$ cat src/design/soc_pkg.sv
package soc_pkg;

	// ======================================================================
	// Bus geometry
	// ======================================================================
	localparam int DATA_W = 32;
	localparam int ADDR_W = 32;

	// RAM holds RAM_WORDS words, addressed through byte address bits above 1:0
	localparam int RAM_WORDS = 1024;
	localparam int RAM_AW = $clog2(RAM_WORDS);

	// ======================================================================
	// Address map
	// ======================================================================
	localparam logic [ADDR_W-1:0] RAM_BASE = 32'h0001_0000;
	localparam logic [ADDR_W-1:0] PERIPH_BASE = 32'h5000_0000;
	// Four 32-bit registers
	localparam int PERIPH_SIZE = 16;

	localparam int LED_W = 10;

	// Arbiter grant state
	typedef enum logic [1:0] {ARB_IDLE, ARB_PA, ARB_PB} arb_state_e;

	// Decoded target of the internal bus
	typedef enum logic [1:0] {TGT_RAM, TGT_PERIPH, TGT_NONE} bus_target_e;

	// Peripheral register select, byte address bits 3:2
	typedef enum logic [1:0] {
		REG_LED = 2'd0,
		REG_CYCLES = 2'd1,
		REG_PA_COUNT = 2'd2,
		REG_PB_COUNT = 2'd3
	} periph_reg_e;

endpackage

$ cat src/design/bus_access.sv
`timescale 1ns/10ps

module bus_access (
	input  logic                       clock,
	input  logic                       i_rst,
	// Port A, instruction fetch, read only
	input  logic                       i_pa_cyc,
	input  logic                       i_pa_stb,
	input  logic [soc_pkg::ADDR_W-1:0] i_pa_adr,
	output logic [soc_pkg::DATA_W-1:0] o_pa_dat,
	output logic                       o_pa_ack,
	// Port B, data
	input  logic                       i_pb_cyc,
	input  logic                       i_pb_stb,
	input  logic                       i_pb_we,
	input  logic [soc_pkg::ADDR_W-1:0] i_pb_adr,
	input  logic [soc_pkg::DATA_W-1:0] i_pb_dat,
	output logic [soc_pkg::DATA_W-1:0] o_pb_dat,
	output logic                       o_pb_ack,
	// Internal bus master
	output logic                       o_m_cyc,
	output logic                       o_m_stb,
	output logic                       o_m_we,
	output logic [soc_pkg::ADDR_W-1:0] o_m_adr,
	output logic [soc_pkg::DATA_W-1:0] o_m_dat_w,
	input  logic [soc_pkg::DATA_W-1:0] i_m_dat_r,
	input  logic                       i_m_ack,
	output logic                       o_pa_done,
	output logic                       o_pb_done
);
	import soc_pkg::*;

	arb_state_e state_q;
	arb_state_e state_d;
	logic       last_b_q;
	logic       pa_req;
	logic       pb_req;

	assign pa_req = i_pa_cyc && i_pa_stb;
	assign pb_req = i_pb_cyc && i_pb_stb;

	// Round robin, B granted last means A goes first on a tie
	always_comb
	begin
		state_d = state_q;
		case (state_q)
			ARB_IDLE:
			begin
				if (pa_req && (!pb_req || last_b_q))
					state_d = ARB_PA;
				else if (pb_req)
					state_d = ARB_PB;
			end
			ARB_PA, ARB_PB:
			begin
				if (i_m_ack)
					state_d = ARB_IDLE;
			end
			default: state_d = ARB_IDLE;
		endcase
	end

	always_ff @(posedge clock)
	begin
		if (i_rst)
		begin
			state_q <= ARB_IDLE;
			last_b_q <= 1'b1;
		end
		else
		begin
			state_q <= state_d;
			if (state_q == ARB_IDLE && state_d == ARB_PA)
				last_b_q <= 1'b0;
			else if (state_q == ARB_IDLE && state_d == ARB_PB)
				last_b_q <= 1'b1;
		end
	end

	// Forward the granted request, ports hold it steady until ack
	assign o_m_cyc = (state_q == ARB_PA) ? i_pa_cyc : (state_q == ARB_PB) ? i_pb_cyc : 1'b0;
	assign o_m_stb = (state_q == ARB_PA) ? i_pa_stb : (state_q == ARB_PB) ? i_pb_stb : 1'b0;
	assign o_m_we = (state_q == ARB_PB) ? i_pb_we : 1'b0;
	assign o_m_adr = (state_q == ARB_PA) ? i_pa_adr : (state_q == ARB_PB) ? i_pb_adr : '0;
	assign o_m_dat_w = (state_q == ARB_PB) ? i_pb_dat : '0;

	// Return path goes to the granted port only
	assign o_pa_ack = (state_q == ARB_PA) && i_m_ack;
	assign o_pb_ack = (state_q == ARB_PB) && i_m_ack;
	assign o_pa_dat = (state_q == ARB_PA) ? i_m_dat_r : '0;
	assign o_pb_dat = (state_q == ARB_PB) ? i_m_dat_r : '0;
	assign o_pa_done = o_pa_ack;
	assign o_pb_done = o_pb_ack;

	a_no_ack_idle: assert property (@(posedge clock) disable iff (i_rst)
		state_q == ARB_IDLE |-> !i_m_ack);
	a_pa_ack_stb: assert property (@(posedge clock) disable iff (i_rst)
		o_pa_ack |-> i_pa_cyc && i_pa_stb);
	a_pb_ack_stb: assert property (@(posedge clock) disable iff (i_rst)
		o_pb_ack |-> i_pb_cyc && i_pb_stb);

endmodule

$ cat config.mk
export PLATFORM = sky130hd
export DESIGN_NAME = bus_access
export DESIGN_NICKNAME = d
export VERILOG_FILES = /design/src/design/soc_pkg.sv /design/src/design/bus_access.sv
export SDC_FILE = /design/constraint.sdc
export NUM_CORES = 1
export LEC_CHECK = 0
export BUFFER_PORTS_ARGS = -buffer_cell sky130_fd_sc_hd__buf_2
export CORE_AREA = 2 2 104 106
export CTS_CLUSTER_DIAMETER = 40
export DETAILED_ROUTE_END_ITERATION = 16
export DIE_AREA = 0 0 106 108
export GPL_ROUTABILITY_DRIVEN = 0
export SLEW_MARGIN = 20
export SYNTH_ARGS = -nofsm -noshare
export SYNTH_HDL_FRONTEND = slang
export SYNTH_SLANG_ARGS = --single-unit
$ cat constraint.sdc
create_clock -name clock -period 1.4 [get_ports clock]
set_clock_uncertainty 0.05 [all_clocks]
set_input_delay 0.07 -clock clock [delete_from_list [all_inputs] [get_ports clock]]
set_output_delay 0.07 -clock clock [all_outputs]
set_load 0.01 [all_outputs]
==> flow_metrics.env <==
export IMPL_status="complete, but fails checks"
export IMPL_violations="negative setup slack"
export IMPL_stdcell_area_sq_mm=0.003654
export IMPL_yosys_warnings=0
export IMPL_worstSetupStartpointType="register"
export IMPL_rsz0062_at_grt="yes"
export IMPL_synth_distinct_cells=25
export IMPL_drc_errors=0
export IMPL_postRouteWirelength_mm=9.746
export IMPL_cp_required_ps=1280
export IMPL_drtPass1Iterations=4
export IMPL_core_area_sq_mm=0.01023
export IMPL_fin_ws_ps=-248.9
export IMPL_vias=2514
export IMPL_dr_first_iter_drc_count=128
export IMPL_area_growth_pct=181.3
export IMPL_switchingPower_mw=0.6237
export IMPL_fp_dieW_microns=106
export IMPL_yosysMostFrequentCell="and2_1"
export IMPL_drive_gt1_share_pct=74.42
export IMPL_placementRows=37
export IMPL_drv_cap=0
export IMPL_max_freq_ghz=0.6065
export IMPL_die_h_microns=108
export IMPL_syn_num_nets=326
export IMPL_r2r_slack_ps=-140
export IMPL_end_kind="output pin"
export IMPL_synth_top_cell_by_area="and2_1"
export IMPL_cts_reportedPaths_clkPinSlew_ps=30
export IMPL_multi_input_area_sq_mm=0.001224
export IMPL_path_max_fanout=8
export IMPL_seqCellArea_sq_um=67.56
export IMPL_ys_seq_elements=3
export IMPL_antenna_found_initial=2
export IMPL_ys_flop_type="dfxtp_1"
export IMPL_slew_viol_final=0
export IMPL_port_buffers=270
export IMPL_async_flop_share_pct=0
export IMPL_clock_power_share_pct=15.3
export IMPL_pwr_density_cell_mw_per_mm2=449.5
export IMPL_power_leakage_nw=2.152
export IMPL_yosysTopAreaCellShare_pct=47.69
export IMPL_peakVddDrop_v=0.0001842
export IMPL_placed_area_sq_mm=0.002776
export IMPL_initial_core_util_pct=12.69
export IMPL_synth_area_leaders="and2_1 48%, a22o_1 22%, dfxtp_1 4.6%"
export IMPL_combPwrFrac_pct=78.0
export IMPL_synthTopCellsByCount="99 x and2_1, 32 x a22o_1, 9 x clkbuf_1, 6 x nand2_1, 5 x buf_6"
export IMPL_seq_power_share_pct=6.7
export IMPL_grt_pass1_wl_mm=12.61
export IMPL_cts_sinks=3
export IMPL_seq_area_frac_synth_pct=4.624
export IMPL_swShare_pct=37.98
export IMPL_final_min_clock_period_ps=1649
export IMPL_intPower_mw=1.019
export IMPL_syn_area_sq_mm=0.001299
export IMPL_fillers=1050
export IMPL_ctsHoldBuffers=0
export IMPL_clockRootBuffer="clkbuf_8"
export IMPL_syn_inst=186
export IMPL_timing_final_crit_share_pct=117.8
export IMPL_worst_slew_pin_slew_ps=305.7
export IMPL_post_place_ws_ps=-78.82
export IMPL_arrival_ps=1530
export IMPL_floorplan_io_pins=271
export IMPL_grt_max_degree=32
export IMPL_wl_per_cell_microns=15.98
export IMPL_dieArea_sq_mm=0.01145
export IMPL_cts_htree_levels=1
export IMPL_final_nets=614
export IMPL_hold_path_class="input port to register"
export IMPL_cts_buffer_depth=2
export IMPL_cts_made_buffers=3
export IMPL_setup_viol_count_final=136
export IMPL_grt_pass1_vias=2397
export IMPL_relSlewSlack_pct=79.48
export IMPL_final_antenna_net_count=0
export IMPL_viasPerCell=4.121
export IMPL_critical_path_class="register to output pin"
export IMPL_cts_tree="yes"
export IMPL_synth_avg_cell_area_sq_um=6.983
export IMPL_clock_latency_ps=220
export IMPL_hold_viol=0
export IMPL_place_hpwl_mm=6.699
export IMPL_utilization_pct=35.71
export IMPL_synth_edff_count=0
export IMPL_grt_ovfl_total=0
export IMPL_grt_total_usage_pct=14.03
## logic make-up (layout without fill, tap and decap cells)
| logic type | after synthesis | in the layout | share of synthesized area (%) |
|---|---|---|---|
| compound gates | 45 | 45 | 28.71 |
| flops | 3 | 3 | 4.624 |
| fa+ha+maj | 4 | 4 | 3.854 |
| other cells | 0 | 1 | 0 |
| simple gates | 109 | 109 | 51.64 |
| buf+inv | 25 | 312 | 11.17 |
## registers in the layout (all words and copies together), names as in the netlist
signal,flops
state_q,2
last_b_q,1
## path summary, 6_finish.rpt
check | start | cells past startpoint | endpoint
max | state_q[0] | 6 | o_m_adr[25]
min | i_rst | 2 | state_q[0]
max reg2reg | state_q[0] | 7 | last_b_q
min reg2reg | last_b_q | 2 | last_b_q
## worst max-delay path: stages (launching register included)
cell	delay [ps]
dfxtp_4	350
inv_4	60
ha_4	140
nor2b_4	200
bufbuf_16	290
a22o_1	130
buf_2	140
## placed cells by master (no fill, tap or decap)
master     count
a211oi_2       1
buf_16         7
buf_6         40
dfxtp_4        2
diode_2        1
ha_4           2
a21oi_2        1
o2111ai_1      1
o21ai_2        1
o211ai_1       1
buf_2        239
inv_2          1
inv_1          2
ha_1           1
o311ai_1       1
o21ai_1        2
a22o_1        32
ha_2           1
a311oi_1       2
dfxtp_1        1
clkbuf_16      3
nor2b_4        2
nor2b_1        1
a31oi_1        1
nand2_1        6
inv_4          1
and2_4        32
clkbuf_1       1
a21boi_1       1
clkbuf_8       3
and2_1        67
bufbuf_16      2
a21o_2         1
buf_4          9
nor3_1         1
buf_12         4
## metrics by stage
step                TNS, ps  total power, mW  hold slack (ps)  cells
floorplan                 0           0.5423            85.32    186
global placement     -49.15           0.9830            239.2    578
detailed placement   -241.0           0.9924            244.0    578
CTS                  -16830            1.520            15.34    601
global route         -26710            1.748            23.89    610
finish               -19920            1.642            13.28    610
## metal layers
| metal | wire length, microns | track usage (%) |
|---|---|---|
| met5 | 13 | 0 |
| met2 | 5088 | 26.04 |
| met3 | 548 | 1.507 |
| met4 | 149 | 4.605 |
| met1 | 3945 | 16.88 |
## layout make-up
cell class	instances	area share, %
repair buffers	304	58.22
diodes	1	0.06849
clock buffers	4	1.233
flip-flops and latches	3	1.849
well taps	136	4.658
multi-input cells	158	33.49
inverters	4	0.4795
## power by group through the flow
stage / Combinational [mW] / Sequential (mW) / Clock, mW
CTS: 1.15 / 0.109 / 0.258
floorplan: 0.436 / 0.107 / 0
finish: 1.28 / 0.110 / 0.252
global placement: 0.875 / 0.108 / 0
global route: 1.37 / 0.111 / 0.268
detailed placement: 0.884 / 0.108 / 0
## what timing repair did
item | in CTS | in global routing
pin swaps | 5 | 1
setup endpoints to repair | 136 | 138
setup buffers | 11 | 4
gates resized for setup | 52 | 48
hold endpoints to repair | 0 | 0
cloned | 9 | 5
(Power assumes the default switching activity.)
