<file path="src/design/soc_pkg.sv">
package soc_pkg;

	// ======================================================================
	// Bus geometry
	// ======================================================================
	localparam int DATA_W = 32;
	localparam int ADDR_W = 32;

	// RAM holds RAM_WORDS words, addressed through byte address bits above 1:0
	localparam int RAM_WORDS = 1024;
	localparam int RAM_AW = $clog2(RAM_WORDS);

	// ======================================================================
	// Address map
	// ======================================================================
	localparam logic [ADDR_W-1:0] RAM_BASE = 32'h0001_0000;
	localparam logic [ADDR_W-1:0] PERIPH_BASE = 32'h5000_0000;
	// Four 32-bit registers
	localparam int PERIPH_SIZE = 16;

	localparam int LED_W = 10;

	// Arbiter grant state
	typedef enum logic [1:0] {ARB_IDLE, ARB_PA, ARB_PB} arb_state_e;

	// Decoded target of the internal bus
	typedef enum logic [1:0] {TGT_RAM, TGT_PERIPH, TGT_NONE} bus_target_e;

	// Peripheral register select, byte address bits 3:2
	typedef enum logic [1:0] {
		REG_LED = 2'd0,
		REG_CYCLES = 2'd1,
		REG_PA_COUNT = 2'd2,
		REG_PB_COUNT = 2'd3
	} periph_reg_e;

endpackage

</file>
<file path="src/design/periph_block.sv">
`timescale 1ns/10ps

module periph_block (
	input  logic                       clock,
	input  logic                       i_rst,
	input  logic                       i_stb,
	input  logic                       i_we,
	input  soc_pkg::periph_reg_e       i_reg,
	input  logic [soc_pkg::DATA_W-1:0] i_dat,
	output logic [soc_pkg::DATA_W-1:0] o_dat,
	output logic                       o_ack,
	input  logic                       i_pa_done,
	input  logic                       i_pb_done,
	output logic [soc_pkg::LED_W-1:0]  o_ledr
);
	import soc_pkg::*;

	logic [LED_W-1:0]  led_q;
	logic [31:0]       cycles_q;
	logic [31:0]       pa_count_q;
	logic [31:0]       pb_count_q;
	logic [DATA_W-1:0] rdata;
	logic              first_cycle;

	assign first_cycle = i_stb && !o_ack;

	// ======================================================================
	// Registers and counters
	// ======================================================================
	always_ff @(posedge clock)
	begin
		if (i_rst)
		begin
			led_q <= '0;
			cycles_q <= '0;
			pa_count_q <= '0;
			pb_count_q <= '0;
		end
		else
		begin
			cycles_q <= cycles_q + 32'd1;
			// Counts advance at the end of the ack cycle
			if (i_pa_done)
				pa_count_q <= pa_count_q + 32'd1;
			if (i_pb_done)
				pb_count_q <= pb_count_q + 32'd1;
			// Only the LED register accepts writes
			if (first_cycle && i_we && i_reg == REG_LED)
				led_q <= i_dat[LED_W-1:0];
		end
	end

	// Read mux
	always_comb
	begin
		case (i_reg)
			REG_LED:      rdata = DATA_W'(led_q);
			REG_CYCLES:   rdata = DATA_W'(cycles_q);
			REG_PA_COUNT: rdata = DATA_W'(pa_count_q);
			REG_PB_COUNT: rdata = DATA_W'(pb_count_q);
			default:      rdata = '0;
		endcase
	end

	always_ff @(posedge clock)
	begin
		if (first_cycle)
			o_dat <= rdata;
	end

	always_ff @(posedge clock)
	begin
		if (i_rst)
			o_ack <= 1'b0;
		else
			o_ack <= first_cycle;
	end

	assign o_ledr = led_q;

endmodule

</file>
<file path="config.mk">
export PLATFORM = sky130hd
export DESIGN_NAME = periph_block
export DESIGN_NICKNAME = d
export VERILOG_FILES = /design/src/design/soc_pkg.sv /design/src/design/periph_block.sv
export SDC_FILE = /design/constraint.sdc
export NUM_CORES = 1
export LEC_CHECK = 0
export BUFFER_PORTS_ARGS = -buffer_cell sky130_fd_sc_hd__buf_2
export CAP_MARGIN = 40
export CORE_MARGIN = 2
export CORE_UTILIZATION = 60
export CTS_CLUSTER_SIZE = 12
export DETAILED_ROUTE_END_ITERATION = 8
export PLACE_DENSITY = 0.82
export SLEW_MARGIN = 20
export SYNTH_ARGS = -nofsm -noshare
export SYNTH_HDL_FRONTEND = slang
export SYNTH_SLANG_ARGS = --single-unit
</file>
<file path="constraint.sdc">
create_clock -name clock -period 6 [get_ports clock]
set_input_delay 0.3 -clock clock [delete_from_list [all_inputs] [get_ports clock]]
set_output_delay 0.3 -clock clock [all_outputs]
set_load 0.005 [all_outputs]
</file>
==> results of run 1 <==
layout make-up:
cell class              instances  area, um2
flip-flops and latches        139       3100
multi-input cells             448       3020
fillers                       746       2920
clock buffers                  20        457
repair buffers                 66        385
well taps                     136        170
clock inverters                12        166
inverters                      17       63.8
flip-flops by register name (all words and copies together), names as in the netlist:
name and cells:
pb_count_q 32, o_ack 1, o_ledr 10, o_dat 32, cycles_q 32, pa_count_q 32
final timing paths:
kind / cells past startpoint / end / slack (ps) / start
worst max-delay path: 5 / cycles_q[24]$_SDFF_PP0_ / 3610 / cycles_q[0]$_SDFF_PP0_
worst min-delay path: 3 / o_ledr[1]$_SDFFE_PP0P_ / 9 / i_dat[1]
worst max register to register: 5 / cycles_q[24]$_SDFF_PP0_ / 3610 / cycles_q[0]$_SDFF_PP0_
worst min register to register: 2 / pb_count_q[13]$_SDFFE_PP0P_ / 510 / pb_count_q[13]$_SDFFE_PP0P_
metrics by stage:
stage / worst slack, ps / instance area (um2)
after floorplan: 4010 / 6300
after global placement: 3670 / 6680
after detailed placement: 3650 / 6740
after CTS: 3630 / 7360
after global routing: 3500 / 7360
final: 3610 / 7360
placed cells by master (no fill, tap or decap), types with 9 or more instances in the layout:
master / instances
clkbuf_16: 17
mux2i_1: 12
nand2_1: 35
inv_1: 17
mux2_2: 19
a22o_1: 22
dfxtp_1: 107
nor3_1: 21
and4_1: 17
mux4_2: 10
xor2_1: 24
or3_1: 10
and3_1: 11
nand3_1: 27
a21oi_1: 13
buf_2: 60
nor2_1: 99
nand4_1: 18
nor2b_1: 9
nor4_1: 9
xnor2_1: 49
edfxtp_1: 32
o21ai_0: 18
power breakdown:
group | switching, mW | total [mW] | leakage, nW | internal (mW)
clock | 0.381 | 1.09 | 0.308 | 0.707
sequential | 0.00948 | 0.983 | 1.19 | 0.974
combinational | 0.0465 | 0.0781 | 1.21 | 0.0316
total | 0.437 | 2.15 | 2.71 | 1.71
worst min-delay path, cell delays in order:
cell     delay (ps)
buf_2            70
mux2i_1          50
nor2_1           70
layer usage:
layer | routed length (um) | track usage | vias up | part of all wire
li1 | - | - | 2367 | -
met1 | 6140 | 0.351 | 2386 | 0.43
met2 | 6950 | 0.438 | 195 | 0.48
met3 | 939 | 0.0589 | 34 | 0.065
met4 | 357 | 0.119 | 0 | 0.025
met5 | 0 | 0 | - | 0
cell families after synthesis:
logic type | Yosys count | share of synthesized area
buffers and inverters | 48 | 0.0300
multiplexers | 41 | 0.0887
adder cells (fa/ha/maj) | 3 | 0.00596
XOR/XNOR | 73 | 0.101
AND/OR/NAND/NOR | 273 | 0.219
AO/OA/AOI/OAI | 58 | 0.0621
flip-flops | 139 | 0.492
==> impl_results.md, run 1 <==
* Area of the die at 11300 um2
* Max Fclk at 0.418 GHz
* Max rail drop VDD at 0.000181 V
* Setup total negative slack at 0 ps
* DR WL/cell at 17.2 um
* Remaining antenna violation count at 0
* DP Wirelength at 9.47 mm
* Fin util at 0.716
* Via count of the first global-routing pass at 4900
* Final clock skew at 8.13 ps
* Number of sinks driven by the clock tree at 139
* Final period util at 0.399
* Number of antenna repair diodes at 0
* Number of max-capacitance violations reported at 0
* Placed cell count at 806
* Hold WC Path Type: in2reg
* Total setup buffers inserted after CTS at 0
* Global Route Usage Sum at 0.271
* Count of endpoints failing setup in the final report at 0
* Final slew viol count at 0
* Post-synthesis cell count at 635
* Area delta synth->final at 16.8%
* Number of distinct library cell variants in the gate-level netlist after synthesis at 38
* Clock transition at the register clock pins on the worst setup and hold paths after CTS at 60 ps
* TritonCTS Buffers at 17
* Final cell count without fillers at 838
* Cell with the most instances after synthesis: dfxtp_1
* Final Routed Wirelength at 14.4 mm
* Drt initial violations at 384
* # H-tree levels at 4
* Clock latency on the worst-skew pair at 530 ps
* Die extent in y at 106 um
* Most common flop cell mapped by yosys: dfxtp_1
* Unrepaired setup endpoints after global routing: no
* Series of cell instances along the critical path: ha_1 -> nand3_1 -> or4_1 -> or2_2 -> mux2_2
* Leakage power summed over all cells at 2.71 nW
* Pre-antenna DRT Iters at 5
* Clock tree from TritonCTS: done
* Total power draw at 2.15 mW
* WS Path Type: reg2reg
* Final net count at 732
* Top post-synthesis cells by area: dfxtp_1 34%, edfxtp_1 15%, xnor2_1 6.8%
* Number of antenna violations at the first check in global routing at 0
* Count of warnings emitted by yosys at 0
* Buffer type at the clock tree root: clkbuf_8
* Pwr/cell area at 292 nW/um2
* Count of flip-flops with a built-in enable after synthesis at 32
* Post-CTS resize count at 0
* IO Count at 83
* Result of the run: completed
* Largest fanout on the critical path at 8
* Vias per Instance at 5.95
* Buffers & Inverters on Critical Path at 0
* Fraction of final layout cells with drive strength greater than 1 at 0.188
* Starting density of the core at 0.613
* CP required at 6420 ps
* Async SR Flop Fraction at 0
* Maximum number of pins on one net before global-route repair at 69
* Endpoints failing hold at 0
* Global placement routability congestion at 0.840
* Share of the yosys chip area belonging to registers at 0.492
* Crit path max-delay cell type: or4_1
* DRC violation count after routing at 0
* Synth area leader: dfxtp_1
* Delay of the slowest critical-path stage at 710 ps
* Worst Path Arrival at 2810 ps
* Combined area of all synthesized cells at 6300 um2
* Yosys top cell area share at 0.340
* Final critical delay including setup and external delays at 2390 ps
* Row Count at 37
* Floorplan Core Area at 10300 um2
* #FFs+latches synth at 139
* Startpoint type of the worst setup path: flop
* CTS Buffer Depth at 2
* Critical path capture point type: flop
* Worst-margin pin slew at 771 ps
* Dominant delay contributor by cell family on the critical path: simple AND/OR/NAND/NOR gates
* Overflow left after global routing at 0
* Final-layout worst hold slack at 9.43 ps
* Synthesized area divided by synthesized cell count at 9.92 um2
* Worst slew slack as a fraction of its limit at 0.486
* Wire length of the first global-routing pass at 24.0 mm
* Total of buffers placed on input and output ports at 60
* Total via count in the routed design at 4982
* CTS hold repair buffers at 0
* Net count after synthesis at 678
* Die width at 106 um
* Top post-synthesis cells by count: 107 x dfxtp_1, 99 x nor2_1, 49 x xnor2_1
No activity file was read; power rests on OpenSTA's default activity.
==> run 2: changes to the inputs <==
--- a/config.mk
+++ b/config.mk
@@ -8,10 +8,10 @@
 export BUFFER_PORTS_ARGS = -buffer_cell sky130_fd_sc_hd__buf_2
 export CAP_MARGIN = 40
 export CORE_MARGIN = 2
-export CORE_UTILIZATION = 60
+export CORE_UTILIZATION = 52
 export CTS_CLUSTER_SIZE = 12
 export DETAILED_ROUTE_END_ITERATION = 8
-export PLACE_DENSITY = 0.82
+export PLACE_DENSITY = 0.76
 export SLEW_MARGIN = 20
 export SYNTH_ARGS = -nofsm -noshare
 export SYNTH_HDL_FRONTEND = slang
==> constraint.sdc (replaced) <==
create_clock -name clock -period 2.1 [get_ports clock]
set_input_delay 0.105 -clock clock [delete_from_list [all_inputs] [get_ports clock]]
set_output_delay 0.105 -clock clock [all_outputs]
set_load 0.005 [all_outputs]
==> run 2 against run 1 <==
Compared with the run above:
- core utilization shrank 7.8 points
- register-to-register slack lost 3500 ps
- combinational power grew to 3.1 times the previous value
- sequential cell count is the same
- clock skew is essentially flat
- clock power grew to 2.9 times the previous value
- sequential share of layout area shrank 1.3 points
- maximum frequency grew 19%
- sequential power grew to 2.9 times the previous value
- critical endpoint unchanged
- largest cell class unchanged
- highest routed layer unchanged
==> impl_results.md, run 2 (synthesis results as in run 1) <==
* Max Fclk at 0.496 GHz
* Reg2reg end: cycles_q[24]$_SDFF_PP0_
* Length in cells of the worst reg-to-reg path at 5
* Placed cell count at 829
* Wire length the detailed router placed on met1 at 6.16 mm
* Setup crit start: cycles_q[1]$_SDFF_PP0_
* Startpoint type of the worst setup path: flop
* Total of buffers placed on input and output ports at 60
* Met3 WL post-DR at 730 um
* DR WL met2 at 6.99 mm
* Die extent in y at 114 um
* Clock transition at the register clock pins on the worst setup and hold paths after CTS at 60 ps
* Global placement routability congestion at 0.903
* Maximum number of pins on one net before global-route repair at 66
* Footprint of the multi-input gates at 3020 um2
* Clock tree from TritonCTS: done
* Clock latency on the worst-skew pair at 420 ps
* Largest fanout on the critical path at 5
* Pre-antenna DRT Iters at 5
* CTS Buffer Depth at 2
* Final cell count without fillers at 872
* Final slew viol count at 0
* Result of the run: completed
* Number of max-capacitance violations reported at 0
* Worst r2r src: cycles_q[1]$_SDFF_PP0_
* WS Path Type: reg2reg
* Critical path capture point type: flop
* Count of endpoints failing setup in the final report at 0
* Worst slew slack as a fraction of its limit at 0.503
* Remaining antenna violation count at 0
* Setup total negative slack at 0 ps
* DR WL/cell at 16.3 um
* Area of the die at 13000 um2
* Buffer type at the clock tree root: clkbuf_16
* Final-layout worst hold slack at 42.4 ps
* Number of antenna repair diodes at 0
* DRC violation count after routing at 0
* Destination of the critical timing path: cycles_q[24]$_SDFF_PP0_
* Worst-margin pin slew at 745 ps
* Area delta synth->final at 20.7%
* Commonest non-fill, non-tap cells in the layout: 106 x dfxtp_1, 98 x nor2_1, 59 x buf_2
* Fillers at 950
* IO Count at 83
* Die width at 114 um
* Final critical delay including setup and external delays at 2010 ps
* Endpoints failing hold at 0
* Pwr/cell area at 812 nW/um2
* Final Routed Wirelength at 14.2 mm
* Vias per Instance at 5.73
* Row Count at 40
* Hold WC Path Type: in2reg
* Final net count at 755
* # H-tree levels at 4
* Worst Path Arrival at 2330 ps
* Total power draw at 6.18 mW
* Drt initial violations at 438
* Area taken by flip-flops and latches at 3100 um2
* Unrepaired setup endpoints after global routing: no
* Floorplan Core Area at 11900 um2
* Uppermost routed layer: met4
* Final clock skew at 7.66 ps
* Number of antenna violations at the first check in global routing at 0
* Final period util at 0.959
* TritonCTS Buffers at 17
* DP Wirelength at 9.77 mm
* Fraction of final layout cells with drive strength greater than 1 at 0.203
* Total via count in the routed design at 4996
* Number of sinks driven by the clock tree at 139
* Slack of the worst reg-to-reg path at 90 ps
* Wire length of the first global-routing pass at 23.0 mm
* Starting density of the core at 0.529
* Commonest non-fill, non-tap cell in the layout: dfxtp_1
* Leakage power summed over all cells at 2.82 nW
* CP required at 2410 ps
* Max rail drop VDD at 0.000533 V
* Via count of the first global-routing pass at 4830
* Global Route Usage Sum at 0.227
* Overflow left after global routing at 0
==> run 2: routing by layer <==
| metal | vias to the layer above | GRT usage |
|---|---|---|
| met5 | - | 0 |
| met4 | 0 | 0.111 |
| met3 | 25 | 0.0466 |
| met2 | 153 | 0.377 |
| met1 | 2415 | 0.283 |
| li1 | 2403 | - |
==> run 2: critical path, stage by stage (launching register included) <==
cell and delay, ps:
dfxtp_1 400, ha_1 250, nand3_1 120, or4_4 560, or2_2 300, mux2_2 270
==> run 2: area by class of cell <==
type | count | share of cell area
clock buffers | 30 | 0.0798
clock inverters | 2 | 0.00493
inverters | 17 | 0.00839
multi-input cells | 448 | 0.397
flip-flops and latches | 139 | 0.408
well taps | 147 | 0.0242
repair buffers | 89 | 0.0773
==> run 2: where the power goes <==
part | internal (mW) | leakage (nW) | total [mW] | switching, mW
registers | 2.78 | 1.19 | 2.81 | 0.0257
clock network | 2.06 | 0.315 | 3.12 | 1.07
logic | 0.107 | 1.32 | 0.244 | 0.137
total | 4.95 | 2.82 | 6.18 | 1.23
==> run 2: timing repair <==
action                     4_1_cts  5_1_grt
hold endpoints to repair        11        0
hold buffers                    11        0
resized for setup                0        3
setup endpoints to repair        0        3
setup buffers                    0        0
==> run 2: worst min path at each step <==
stage               startpoint                         end  slack, ps  cells past startpoint
CTS                  i_pb_done  pb_count_q[0]$_SDFFE_PP0P_         40                      3
detailed placement    i_dat[0]      o_ledr[0]$_SDFFE_PP0P_        350                      3
floorplan            i_pa_done  pa_count_q[0]$_SDFFE_PP0P_        240                      2
global route         i_pb_done  pb_count_q[0]$_SDFFE_PP0P_         70                      3
global placement      i_dat[4]      o_ledr[4]$_SDFFE_PP0P_        340                      3
finish               i_pb_done  pb_count_q[1]$_SDFFE_PP0P_         40                      3
==> run 2: through the flow <==
step	setup WS (ps)	utilization	cell area, um2
final	85.8	0.639	7610
after detailed placement	79.6	0.575	6850
after floorplan	109	-	6300
after global routing	12.1	0.639	7610
after CTS	32.1	0.638	7600
after global placement	155	0.570	6790
