===== config.mk =====
export PLATFORM = sky130hd
export DESIGN_NAME = bus_fabric
export DESIGN_NICKNAME = d
export VERILOG_FILES = /design/src/design/soc_pkg.sv /design/src/design/bus_fabric.sv
export SDC_FILE = /design/constraint.sdc
export NUM_CORES = 1
export LEC_CHECK = 0
export ABC_AREA = 1
export BUFFER_PORTS_ARGS = -buffer_cell sky130_fd_sc_hd__buf_2
export CORE_AREA = 2 2 96 98
export DETAILED_ROUTE_END_ITERATION = 10
export DIE_AREA = 0 0 98 100
export PLACE_DENSITY_LB_ADDON = 0.15
export SLEW_MARGIN = 40
export SYNTH_ARGS = -nofsm -noshare
export SYNTH_HDL_FRONTEND = slang
export SYNTH_SLANG_ARGS = --single-unit

===== constraint.sdc =====
create_clock -name clock -period 1.2 [get_ports clock]
set_input_delay 0.18 -clock clock [delete_from_list [all_inputs] [get_ports clock]]
set_output_delay 0.18 -clock clock [all_outputs]
set_load 0.02 [all_outputs]

===== src/design/soc_pkg.sv =====
package soc_pkg;

	// ======================================================================
	// Bus geometry
	// ======================================================================
	localparam int DATA_W = 32;
	localparam int ADDR_W = 32;

	// RAM holds RAM_WORDS words, addressed through byte address bits above 1:0
	localparam int RAM_WORDS = 1024;
	localparam int RAM_AW = $clog2(RAM_WORDS);

	// ======================================================================
	// Address map
	// ======================================================================
	localparam logic [ADDR_W-1:0] RAM_BASE = 32'h0001_0000;
	localparam logic [ADDR_W-1:0] PERIPH_BASE = 32'h5000_0000;
	// Four 32-bit registers
	localparam int PERIPH_SIZE = 16;

	localparam int LED_W = 10;

	// Arbiter grant state
	typedef enum logic [1:0] {ARB_IDLE, ARB_PA, ARB_PB} arb_state_e;

	// Decoded target of the internal bus
	typedef enum logic [1:0] {TGT_RAM, TGT_PERIPH, TGT_NONE} bus_target_e;

	// Peripheral register select, byte address bits 3:2
	typedef enum logic [1:0] {
		REG_LED = 2'd0,
		REG_CYCLES = 2'd1,
		REG_PA_COUNT = 2'd2,
		REG_PB_COUNT = 2'd3
	} periph_reg_e;

endpackage


===== src/design/bus_fabric.sv =====
`timescale 1ns/10ps

module bus_fabric (
	input  logic                       clock,
	input  logic                       i_rst,
	input  logic                       i_m_cyc,
	input  logic                       i_m_stb,
	input  logic                       i_m_we,
	input  logic [soc_pkg::ADDR_W-1:0] i_m_adr,
	input  logic [soc_pkg::DATA_W-1:0] i_m_dat_w,
	output logic [soc_pkg::DATA_W-1:0] o_m_dat_r,
	output logic                       o_m_ack,
	output logic                       o_ram_stb,
	output logic                       o_ram_we,
	output logic [soc_pkg::RAM_AW-1:0] o_ram_word_adr,
	output logic [soc_pkg::DATA_W-1:0] o_ram_dat,
	input  logic [soc_pkg::DATA_W-1:0] i_ram_dat,
	input  logic                       i_ram_ack,
	output logic                       o_per_stb,
	output logic                       o_per_we,
	output soc_pkg::periph_reg_e       o_per_reg,
	output logic [soc_pkg::DATA_W-1:0] o_per_dat,
	input  logic [soc_pkg::DATA_W-1:0] i_per_dat,
	input  logic                       i_per_ack
);
	import soc_pkg::*;

	localparam logic [ADDR_W-1:0] RAM_TOP = RAM_BASE + ADDR_W'(RAM_WORDS * 4);
	localparam logic [ADDR_W-1:0] PERIPH_TOP = PERIPH_BASE + ADDR_W'(PERIPH_SIZE);

	bus_target_e target;
	logic        req;
	logic        none_ack_q;

	assign req = i_m_cyc && i_m_stb;

	// ======================================================================
	// Address decode
	// ======================================================================
	always_comb
	begin
		if (i_m_adr >= RAM_BASE && i_m_adr < RAM_TOP)
			target = TGT_RAM;
		else if (i_m_adr >= PERIPH_BASE && i_m_adr < PERIPH_TOP)
			target = TGT_PERIPH;
		else
			target = TGT_NONE;
	end

	assign o_ram_stb = req && target == TGT_RAM;
	assign o_ram_we = i_m_we;
	assign o_ram_word_adr = i_m_adr[2 +: RAM_AW];
	assign o_ram_dat = i_m_dat_w;

	assign o_per_stb = req && target == TGT_PERIPH;
	assign o_per_we = i_m_we;
	assign o_per_reg = periph_reg_e'(i_m_adr[3:2]);
	assign o_per_dat = i_m_dat_w;

	// Unmapped accesses complete with zero data one cycle later
	always_ff @(posedge clock)
	begin
		if (i_rst)
			none_ack_q <= 1'b0;
		else
			none_ack_q <= req && target == TGT_NONE && !none_ack_q;
	end

	assign o_m_ack = (target == TGT_RAM) ? i_ram_ack :
		(target == TGT_PERIPH) ? i_per_ack : none_ack_q;
	assign o_m_dat_r = (target == TGT_RAM) ? i_ram_dat :
		(target == TGT_PERIPH) ? i_per_dat : '0;

	// Acks come back only while the master still requests
	a_ack_with_req: assert property (@(posedge clock) disable iff (i_rst)
		o_m_ack |-> i_m_cyc && i_m_stb);

endmodule


==> results of run 1 <==
[power by group through the flow]
| stage | combinational (uW) | clock [uW] | sequential [uW] |
|---|---|---|---|
| after floorplan | 427 | 0 | 35.8 |
| after global placement | 273 | 0 | 36.0 |
| after detailed placement | 275 | 0 | 36.0 |
| after CTS | 300 | 0 | 36.0 |
| after global routing | 355 | 0 | 36.3 |
| final | 322 | 0 | 36.0 |
[area by class of cell]
| cell class | count | area [um2] | share of cell area (%) |
|---|---|---|---|
| Timing Repair Buffer | 171 | 1500 | 53.4 |
| Inverter | 21 | 78.8 | 2.81 |
| Multi-Input combinational cell | 143 | 1070 | 38.1 |
| Sequential cell | 1 | 20.0 | 0.714 |
| Tap cell | 111 | 139 | 4.95 |
[path summary, 6_finish.rpt]
path                                            start               endpoint  slack (ns)  depth (start not counted)
worst min-delay path                    i_m_dat_w[13]          o_per_dat[13]        0.36                          0
worst max register to register  none_ack_q$_SDFF_PP0_  none_ack_q$_SDFF_PP0_        0.54                          2
worst max-delay path                      i_m_adr[15]          o_m_dat_r[12]       -0.35                         12
worst min register to register  none_ack_q$_SDFF_PP0_  none_ack_q$_SDFF_PP0_        0.57                          2
[kinds of logic after synthesis]
logic type / Yosys count / synth area share, %
DFF: 1 / 1.25
buffers and inverters: 112 / 48.8
and+or+nand+nor: 143 / 49.9
[timing repair]
action,CTS,global route
pin swaps,8,19
gates resized for setup,100,41
hold buffers,0,0
endpoints found under the setup margin,36,36
setup buffers,8,1
cloned,7,3
[stage by stage]
| step | hold slack (ns) | power [uW] | instance area (um2) | TNS (ns) | utilization, % |
|---|---|---|---|---|---|
| 2_1_floorplan | 0.415 | 463 | 1690 | 0 | - |
| 3_3_place_gp | 0.360 | 309 | 2000 | -12.10 | 22.4 |
| 3_5_place_dp | 0.360 | 311 | 2000 | -12.22 | 22.4 |
| 4_1_cts | 0.360 | 336 | 2610 | -10.95 | 29.4 |
| 5_1_grt | 0.360 | 392 | 2810 | -13.71 | 31.6 |
| 6_report | 0.360 | 358 | 2810 | -11.00 | 31.6 |
[per-layer routing]
| metal | share of wire [%] | track usage [%] | wire length, um | vias up |
|---|---|---|---|---|
| li1 | - | - | - | 903 |
| met3 | 6.7 | 1.39 | 396 | 20 |
| met1 | 38 | 11.4 | 2240 | 816 |
| met2 | 53 | 20.3 | 3130 | 80 |
| met4 | 2.4 | 2.88 | 140 | 0 |
| met5 | 0 | 0 | 0 | - |
[cell usage in the layout (no fill, tap or decap)]
cell type | netlist | layout
nand2_1 | 47 | 16
nand3b_1 | 2 | 2
nand2_2 | 0 | 30
buf_12 | 0 | 8
nor2_4 | 1 | 5
nand3_2 | 30 | 43
buf_16 | 0 | 5
and3_1 | 1 | 1
nand3_4 | 0 | 7
nor3_1 | 1 | 1
clkbuf_16 | 0 | 2
buf_2 | 6 | 95
nor2_1 | 16 | 11
inv_1 | 19 | 4
nor2_2 | 2 | 3
buf_8 | 3 | 1
inv_2 | 2 | 17
buf_4 | 78 | 10
bufbuf_16 | 0 | 1
nand3_1 | 43 | 23
dfxtp_1 | 1 | 1
buf_6 | 4 | 49
nand2_4 | 0 | 1
[cells in the mapped netlist (all sizes together)]
library cell | instances | area, um2
nand2 | 47 | 176
inv | 21 | 78.8
nor2 | 19 | 83.8
nor3 | 1 | 5.00
nand3b | 2 | 15.0
buf | 91 | 706
dfxtp | 1 | 20.0
nand3 | 73 | 516
and3 | 1 | 6.26
==> reports/metrics.csv, run 1 <==
stage,metric,value,unit
outcome,status,"complete, but fails checks",
outcome,violations,setup timing,
timing,skew,0,ns
floorplan,start_util,18.1,%
power_and_ir_drop,clock_power_share,0,%
finish,largest_register_ff_count,1,
setup_path,cp_num_buf_inv,6,
grt,track_usage,10.3,%
routing,antenna_left,0,
placement,hpwlAfterDp,3.90,mm
floorplan,dieArea,0.00980,mm2
power_and_ir_drop,p_comb_share,90.0,%
setup_path,crit_chain,buf_6 -> inv_2 -> nand2_1 -> nor2_1 -> nand2_1 -> nor2_4 -> buf_12 -> buf_12 -> buf_16 -> nand3_2 -> nand2_2 -> buf_6,
yosys,yosys_warnings,0,
setup_path,crit_path_max_fanout,6,
routing,drt_iter0_drc,19,
timing,setup_slack,-0.349,ns
placement,routabilityCongestion,0.735,
finish,area_growth_syn_to_layout,74.6,%
setup_path,end_kind,primary output,
yosys,synthCells,256,
grt,grt_pass1_wl,8.51,mm
job,cap_violations,0,
yosys,avgSynthCellArea,6.28,um2
setup_path,slowest_stage,nor2_4,
routing,drc,0,
grt,antenna_found_initial,0,
finish,reg_top3,none_ack_q x1,
power_and_ir_drop,internal_power,215,uW
placement,io_buffers,140,
grt,grt_max_degree,31,
grt,grt_overflow,0,
timing,finalCriticalPeriod,1.55,ns
timing,finalHoldViolCount,0,
yosys,ys_seq_area_share,1.25,%
timing,period_share,129,%
placement,dp_slack,-0.379,ns
floorplan,core,0.00889,mm2
grt,grt_pass1_vias,1774,
power_and_ir_drop,p_sw_share,40.1,%
yosys,syn-cell-area,0.00161,mm2
timing,finalMaxSlewViolations,0,
finish,fillers,973,
timing,setup_viol,36,
routing,vias_per_cell,4.07,
finish,fin_cells,447,
finish,antenna_cells,0,
setup_path,arrival,1.37,ns
timing,rsz0062_at_grt,yes,
power_and_ir_drop,peakVddDrop,0.126,mV
routing,wl_per_cell,13.2,um
routing,routed_wl,5.91,mm
clocking,clkLatencyLatePin,0,ns
setup_path,cp.required,1.02,ns
timing,worst_pin_slew,0.224,ns
routing,vias,1819,
timing,fmax,0.646,GHz
setup_path,slowest_delay,0.15,ns
setup_path,crit_type,input port to primary output,
power_and_ir_drop,switchingPower,144,uW
routing,drtPass1Iterations,4,
timing,relSlewSlack,85.0,%
floorplan,io_pins,248,
power_and_ir_drop,power_frac_seq,10.0,%
placement,dp_cells,430,
finish,layout.nets,473,
floorplan,rows,35,
setup_path,cpLargestDelayFamily,buffers and inverters,
power_and_ir_drop,p_leak,0.00133,uW
yosys,ys_ff_latch,1,
floorplan,die_x,98,um
finish,top_register,none_ack_q,
floorplan,die_h,100,um
setup_path,critPathLaunchType,input port,
yosys,syn-num-nets,391,
finish,drive_above_1_share,82.4,%
yosys,synth_cell_type_count,16,
min_path,hold_class,input port to primary output,
power_and_ir_drop,power_density,128,mW/mm2
Power figures use the tool's default switching activity.
==> run 2: changes to the inputs <==
--- a/config.mk
+++ b/config.mk
@@ -7,9 +7,10 @@
 export LEC_CHECK = 0
 export ABC_AREA = 1
 export BUFFER_PORTS_ARGS = -buffer_cell sky130_fd_sc_hd__buf_2
-export CORE_AREA = 2 2 96 98
+export CELL_PAD_IN_SITES_DETAIL_PLACEMENT = 1
+export CELL_PAD_IN_SITES_GLOBAL_PLACEMENT = 1
+export CORE_UTILIZATION = 15
 export DETAILED_ROUTE_END_ITERATION = 10
-export DIE_AREA = 0 0 98 100
 export PLACE_DENSITY_LB_ADDON = 0.15
 export SLEW_MARGIN = 40
 export SYNTH_ARGS = -nofsm -noshare
==> reports/metrics.csv, run 2 (synthesis gave the netlist of run 1 again) <==
stage,metric,value,unit
power_and_ir_drop,power_frac_seq,8.9,%
timing,finalCriticalPeriod,1.53,ns
clocking,hold_buffers,0,
timing,finalHoldViolCount,0,
finish,multiInputGateArea,0.00128,mm2
setup_path,slowest_stage,nor2_4,
timing,finalMaxSlewViolations,0,
finish,final_util,29.6,%
timing,worst_pin_slew,0.236,ns
finish,area_growth_syn_to_layout,91.4,%
finish,top_register,none_ack_q,
setup_path,cp.required,1.02,ns
power_and_ir_drop,p_sw_share,42.9,%
outcome,violations,setup timing,
timing,setup_viol,36,
timing,relSlewSlack,84.2,%
timing,fmax,0.652,GHz
timing,rsz0062_at_grt,yes,
routing,vias,1873,
floorplan,start_util,15.5,%
timing,holdWs,0.360,ns
routing,drt_iter0_drc,21,
setup_path,crit_path_max_fanout,8,
finish,antenna_cells,0,
setup_path,slowest_delay,0.19,ns
routing,wl_per_cell,14.0,um
grt,grt_pass1_wl,8.79,mm
finish,seqCellArea,20.0,um2
power_and_ir_drop,switchingPower,175,uW
finish,largest_register_ff_count,1,
routing,drc,0,
routing,drtPass1Iterations,4,
floorplan,die_x,105,um
clocking,clkLatencyLatePin,0,ns
power_and_ir_drop,p_comb_share,91.1,%
finish,final_cell_mix,"buf_2 (90), nand3_2 (53), buf_6 (51), nand2_2 (41), inv_2 (16)",
min_path,min_to,o_per_dat[26],
floorplan,dieArea,0.0111,mm2
setup_path,reg2reg_slack,0.46,ns
job,cap_violations,0,
power_and_ir_drop,peakVddDrop,0.137,mV
setup_path,end_kind,primary output,
setup_path,critPathLaunchType,input port,
power_and_ir_drop,power_density,132,mW/mm2
floorplan,rows,37,
setup_path,r2r_cells,2,
placement,hpwlAfterDp,4.24,mm
finish,fillers,1242,
setup_path,crit_chain,buf_6 -> inv_4 -> nand2_2 -> nor2_4 -> nand2_2 -> nor2_4 -> buf_12 -> buf_6 -> nand3_2 -> nand2_2 -> buf_4,
min_path,hold_class,input port to primary output,
setup_path,rr_endpoint,none_ack_q$_SDFF_PP0_,
timing,setup_slack,-0.335,ns
setup_path,cp_num_buf_inv,5,
finish,drive_above_1_share,92.9,%
grt,grt_overflow,0,
finish,final_common_cell,buf_2,
finish,reg_top3,none_ack_q x1,
routing,vias_per_cell,3.97,
grt,track_usage,9.44,%
min_path,worstHoldPathCells,0,
floorplan,io_pins,248,
min_path,min-delay-start,i_m_dat_w[26],
grt,grt_pass1_vias,1793,
timing,setup_tns,-10.36,ns
setup_path,cpLargestDelayFamily,buffers and inverters,
setup_path,crit_type,input port to primary output,
power_and_ir_drop,internal_power,232,uW
setup_path,arrival,1.35,ns
setup_path,r2r_start,none_ack_q$_SDFF_PP0_,
placement,routabilityCongestion,0.645,
power_and_ir_drop,clock_power_share,0,%
grt,antenna_found_initial,0,
power_and_ir_drop,p_leak,0.00134,uW
setup_path,crit_top_cell,nand2_2,
timing,skew,0,ns
timing,period_share,128,%
floorplan,core,0.0104,mm2
finish,layout.nets,473,
grt,grt_max_degree,35,
routing,antenna_left,0,
floorplan,die_h,105,um
routing,routed_wl,6.62,mm
outcome,status,"complete, but fails checks",
placement,io_buffers,140,
run 2: per-layer routing:
layer,part of all wire [%],up-vias,track usage (%)
met3,7.0,16,1.42
met2,52,90,17.1
met5,0,-,0
met4,2.2,0,1.88
met1,39,858,11.8
li1,-,909,-
run 2: worst max-delay path by stage:
| stage | start | end | cells past startpoint |
|---|---|---|---|
| floorplan | i_m_adr[23] | o_m_dat_r[10] | 9 |
| global placement | i_m_adr[20] | o_m_dat_r[21] | 10 |
| detailed placement | i_m_adr[20] | o_m_ack | 10 |
| CTS | i_m_adr[14] | o_m_ack | 11 |
| global route | i_m_adr[26] | o_m_dat_r[15] | 11 |
| finish | i_m_adr[18] | o_m_dat_r[21] | 11 |
run 2: metrics by stage:
stage                     power [uW]  worst slack [ns]  area, um2  std cells
after floorplan                  463          0.000507       1690        256
after global placement           314            -0.396       2000        453
after detailed placement         315            -0.419       2000        453
after CTS                        336            -0.367       2360        458
after global routing             439            -0.410       3070        472
final                            407            -0.335       3070        472
run 2: area by class of cell:
| class | count | share of cell area [%] |
|---|---|---|
| inverters | 21 | 2.73 |
| repair buffers | 171 | 49.5 |
| multi-input cells | 143 | 41.6 |
| flip-flops and latches | 1 | 0.651 |
| well taps | 136 | 5.54 |
run 2: repair_timing:
action                     in CTS  in global routing
cloned                          3                  9
setup endpoints to repair      36                 36
pin swaps                      10                 47
resized for setup              81                109
hold endpoints to repair        0                  0
buffers inserted                2                  5
run 2: power by group through the flow:
stage               clock network [uW]  logic (uW)  registers [uW]
floorplan                            0         427            35.8
global placement                     0         278            36.0
detailed placement                   0         279            36.0
CTS                                  0         300            36.0
global route                         0         402            36.4
finish                               0         371            36.2
run 2: worst register-to-register path, cell delays in order, from the launching register on:
cell     delay (ns)
dfxtp_1        0.30
nor3_1         0.19
and3_4         0.19
==> run 3: changes to the inputs <==
--- a/config.mk
+++ b/config.mk
@@ -11,7 +11,7 @@
 export CELL_PAD_IN_SITES_GLOBAL_PLACEMENT = 1
 export CORE_UTILIZATION = 15
 export DETAILED_ROUTE_END_ITERATION = 10
-export PLACE_DENSITY_LB_ADDON = 0.15
+export PLACE_DENSITY_LB_ADDON = 0.1
 export SLEW_MARGIN = 40
 export SYNTH_ARGS = -nofsm -noshare
 export SYNTH_HDL_FRONTEND = slang
==> constraint.sdc (replaced) <==
create_clock -name clock -period 1.2 [get_ports clock]
set_input_delay 0.12 -clock clock [delete_from_list [all_inputs] [get_ports clock]]
set_output_delay 0.12 -clock clock [all_outputs]
set_load 0.02 [all_outputs]
==> reports/metrics.csv, run 3 (synthesis gave the netlist of run 1 again) <==
stage,metric,value,unit
routing,vias,1821,
clocking,clkLatencyLatePin,0,ns
placement,hpwlAfterDp,4.29,mm
placement,io_buffers,140,
setup_path,cp.required,1.08,ns
routing,drt_iter0_drc,40,
routing,wl_per_cell,13.6,um
floorplan,io_pins,248,
grt,antenna_found_initial,0,
finish,post-route-cell-area,0.00286,mm2
outcome,status,"complete, but fails checks",
setup_path,crit_path_max_fanout,5,
job,cap_violations,0,
grt,track_usage,8.69,%
grt,grt_pass1_vias,1750,
setup_path,crit_type,input port to primary output,
finish,reg_top3,none_ack_q x1,
power_and_ir_drop,power.total,378,uW
setup_path,path_depth,12,
setup_path,slowest_delay,0.15,ns
setup_path,cpLargestDelayFamily,buffers and inverters,
floorplan,die_x,105,um
grt,grt_overflow,0,
outcome,violations,setup timing,
timing,period_share,119,%
floorplan,dieArea,0.0111,mm2
finish,layout.nets,474,
finish,area_growth_syn_to_layout,78.2,%
routing,drc,0,
timing,rsz0062_at_grt,yes,
routing,vias_per_cell,3.85,
timing,setup_viol,35,
routing,routed_wl,6.44,mm
setup_path,end_kind,primary output,
finish,final_util,27.6,%
grt,grt_pass1_wl,8.15,mm
min_path,worstHoldPathCells,0,
setup_path,critPathLaunchType,input port,
floorplan,rows,37,
timing,finalCriticalPeriod,1.42,ns
setup_path,r2r_cells,2,
finish,final_cell_mix,"buf_2 (92), buf_6 (52), nand3_2 (44), nand2_2 (28), nand3_1 (20)",
floorplan,die_h,105,um
finish,fin_cells,473,
timing,worst_pin_slew,0.242,ns
placement,routabilityCongestion,0.665,
timing,setup_slack,-0.223,ns
clocking,hold_buffers,0,
timing,relSlewSlack,83.9,%
timing,finalHoldViolCount,0,
setup_path,arrival,1.30,ns
power_and_ir_drop,peakVddDrop,0.0668,mV
power_and_ir_drop,p_leak,0.00132,uW
placement,dp_cells,451,
routing,antenna_left,0,
routing,drtPass1Iterations,4,
min_path,hold_class,input port to primary output,
timing,skew,0,ns
finish,drive_above_1_share,83.7,%
setup_path,crit_chain,buf_6 -> inv_4 -> nand2_2 -> nor2_2 -> nand2_2 -> nor2_4 -> buf_6 -> buf_12 -> clkbuf_16 -> nand3_2 -> nand2_2 -> buf_6,
setup_path,slowest_stage,nor2_4,
setup_path,cp_num_buf_inv,6,
power_and_ir_drop,power_density,132,mW/mm2
timing,fmax,0.703,GHz
finish,top_register,none_ack_q,
placement,dpl-instance-area,0.00191,mm2
grt,grt_max_degree,37,
timing,finalMaxSlewViolations,0,
finish,final_common_cell,buf_2,
finish,fillers,1256,
finish,largest_register_ff_count,1,
finish,antenna_cells,0,
floorplan,start_util,15.5,%
floorplan,core,0.0104,mm2
run 3: report_power, final:
group | switching, uW | internal (uW) | leakage [uW]
sequential | 1.01 | 35.3 | 0.00000820
combinational | 152 | 190 | 0.00131
clock | 0 | 0 | 0
total | 153 | 225 | 0.00132
run 3: path summary, 6_finish.rpt:
check	startpoint	end	slack, ns
setup / recovery	i_m_adr[25]	o_m_dat_r[31]	-0.22
hold / removal	i_m_dat_w[30]	o_per_dat[30]	0.24
setup reg to reg	none_ack_q$_SDFF_PP0_	none_ack_q$_SDFF_PP0_	0.46
hold reg to reg	none_ack_q$_SDFF_PP0_	none_ack_q$_SDFF_PP0_	0.61
run 3: area by class of cell:
class | count | area, um2 | share of cell area, %
sequential | 1 | 20.0 | 0.699
multi-input combinational | 143 | 1090 | 38.2
inverter | 21 | 81.3 | 2.84
timing repair buffer | 172 | 1500 | 52.3
tap | 136 | 170 | 5.94
run 3: repair_timing:
| item | in CTS | in global routing |
|---|---|---|
| gates cloned | 0 | 11 |
| setup endpoints to repair | 36 | 36 |
| gates resized for setup | 65 | 113 |
| buffers inserted | 1 | 10 |
| pin swaps | 0 | 34 |
run 3: stage by stage:
stage                     TNS [ns]  hold slack [ns]  setup slack [ns]
after floorplan                  0            0.353            0.0585
after global placement       -7.64            0.240            -0.252
after detailed placement     -7.63            0.240            -0.241
after CTS                    -6.53            0.240            -0.219
after global routing         -8.69            0.240            -0.293
final                        -6.28            0.240            -0.223
run 3: metal layers:
| metal | up-vias | global-route usage, % | part of all wire [%] |
|---|---|---|---|
| met5 | - | 0 | 0 |
| met4 | 0 | 1.69 | 1.7 |
| met3 | 17 | 1.30 | 7.1 |
| met2 | 83 | 16.5 | 51 |
| met1 | 822 | 10.3 | 41 |
| li1 | 899 | - | - |
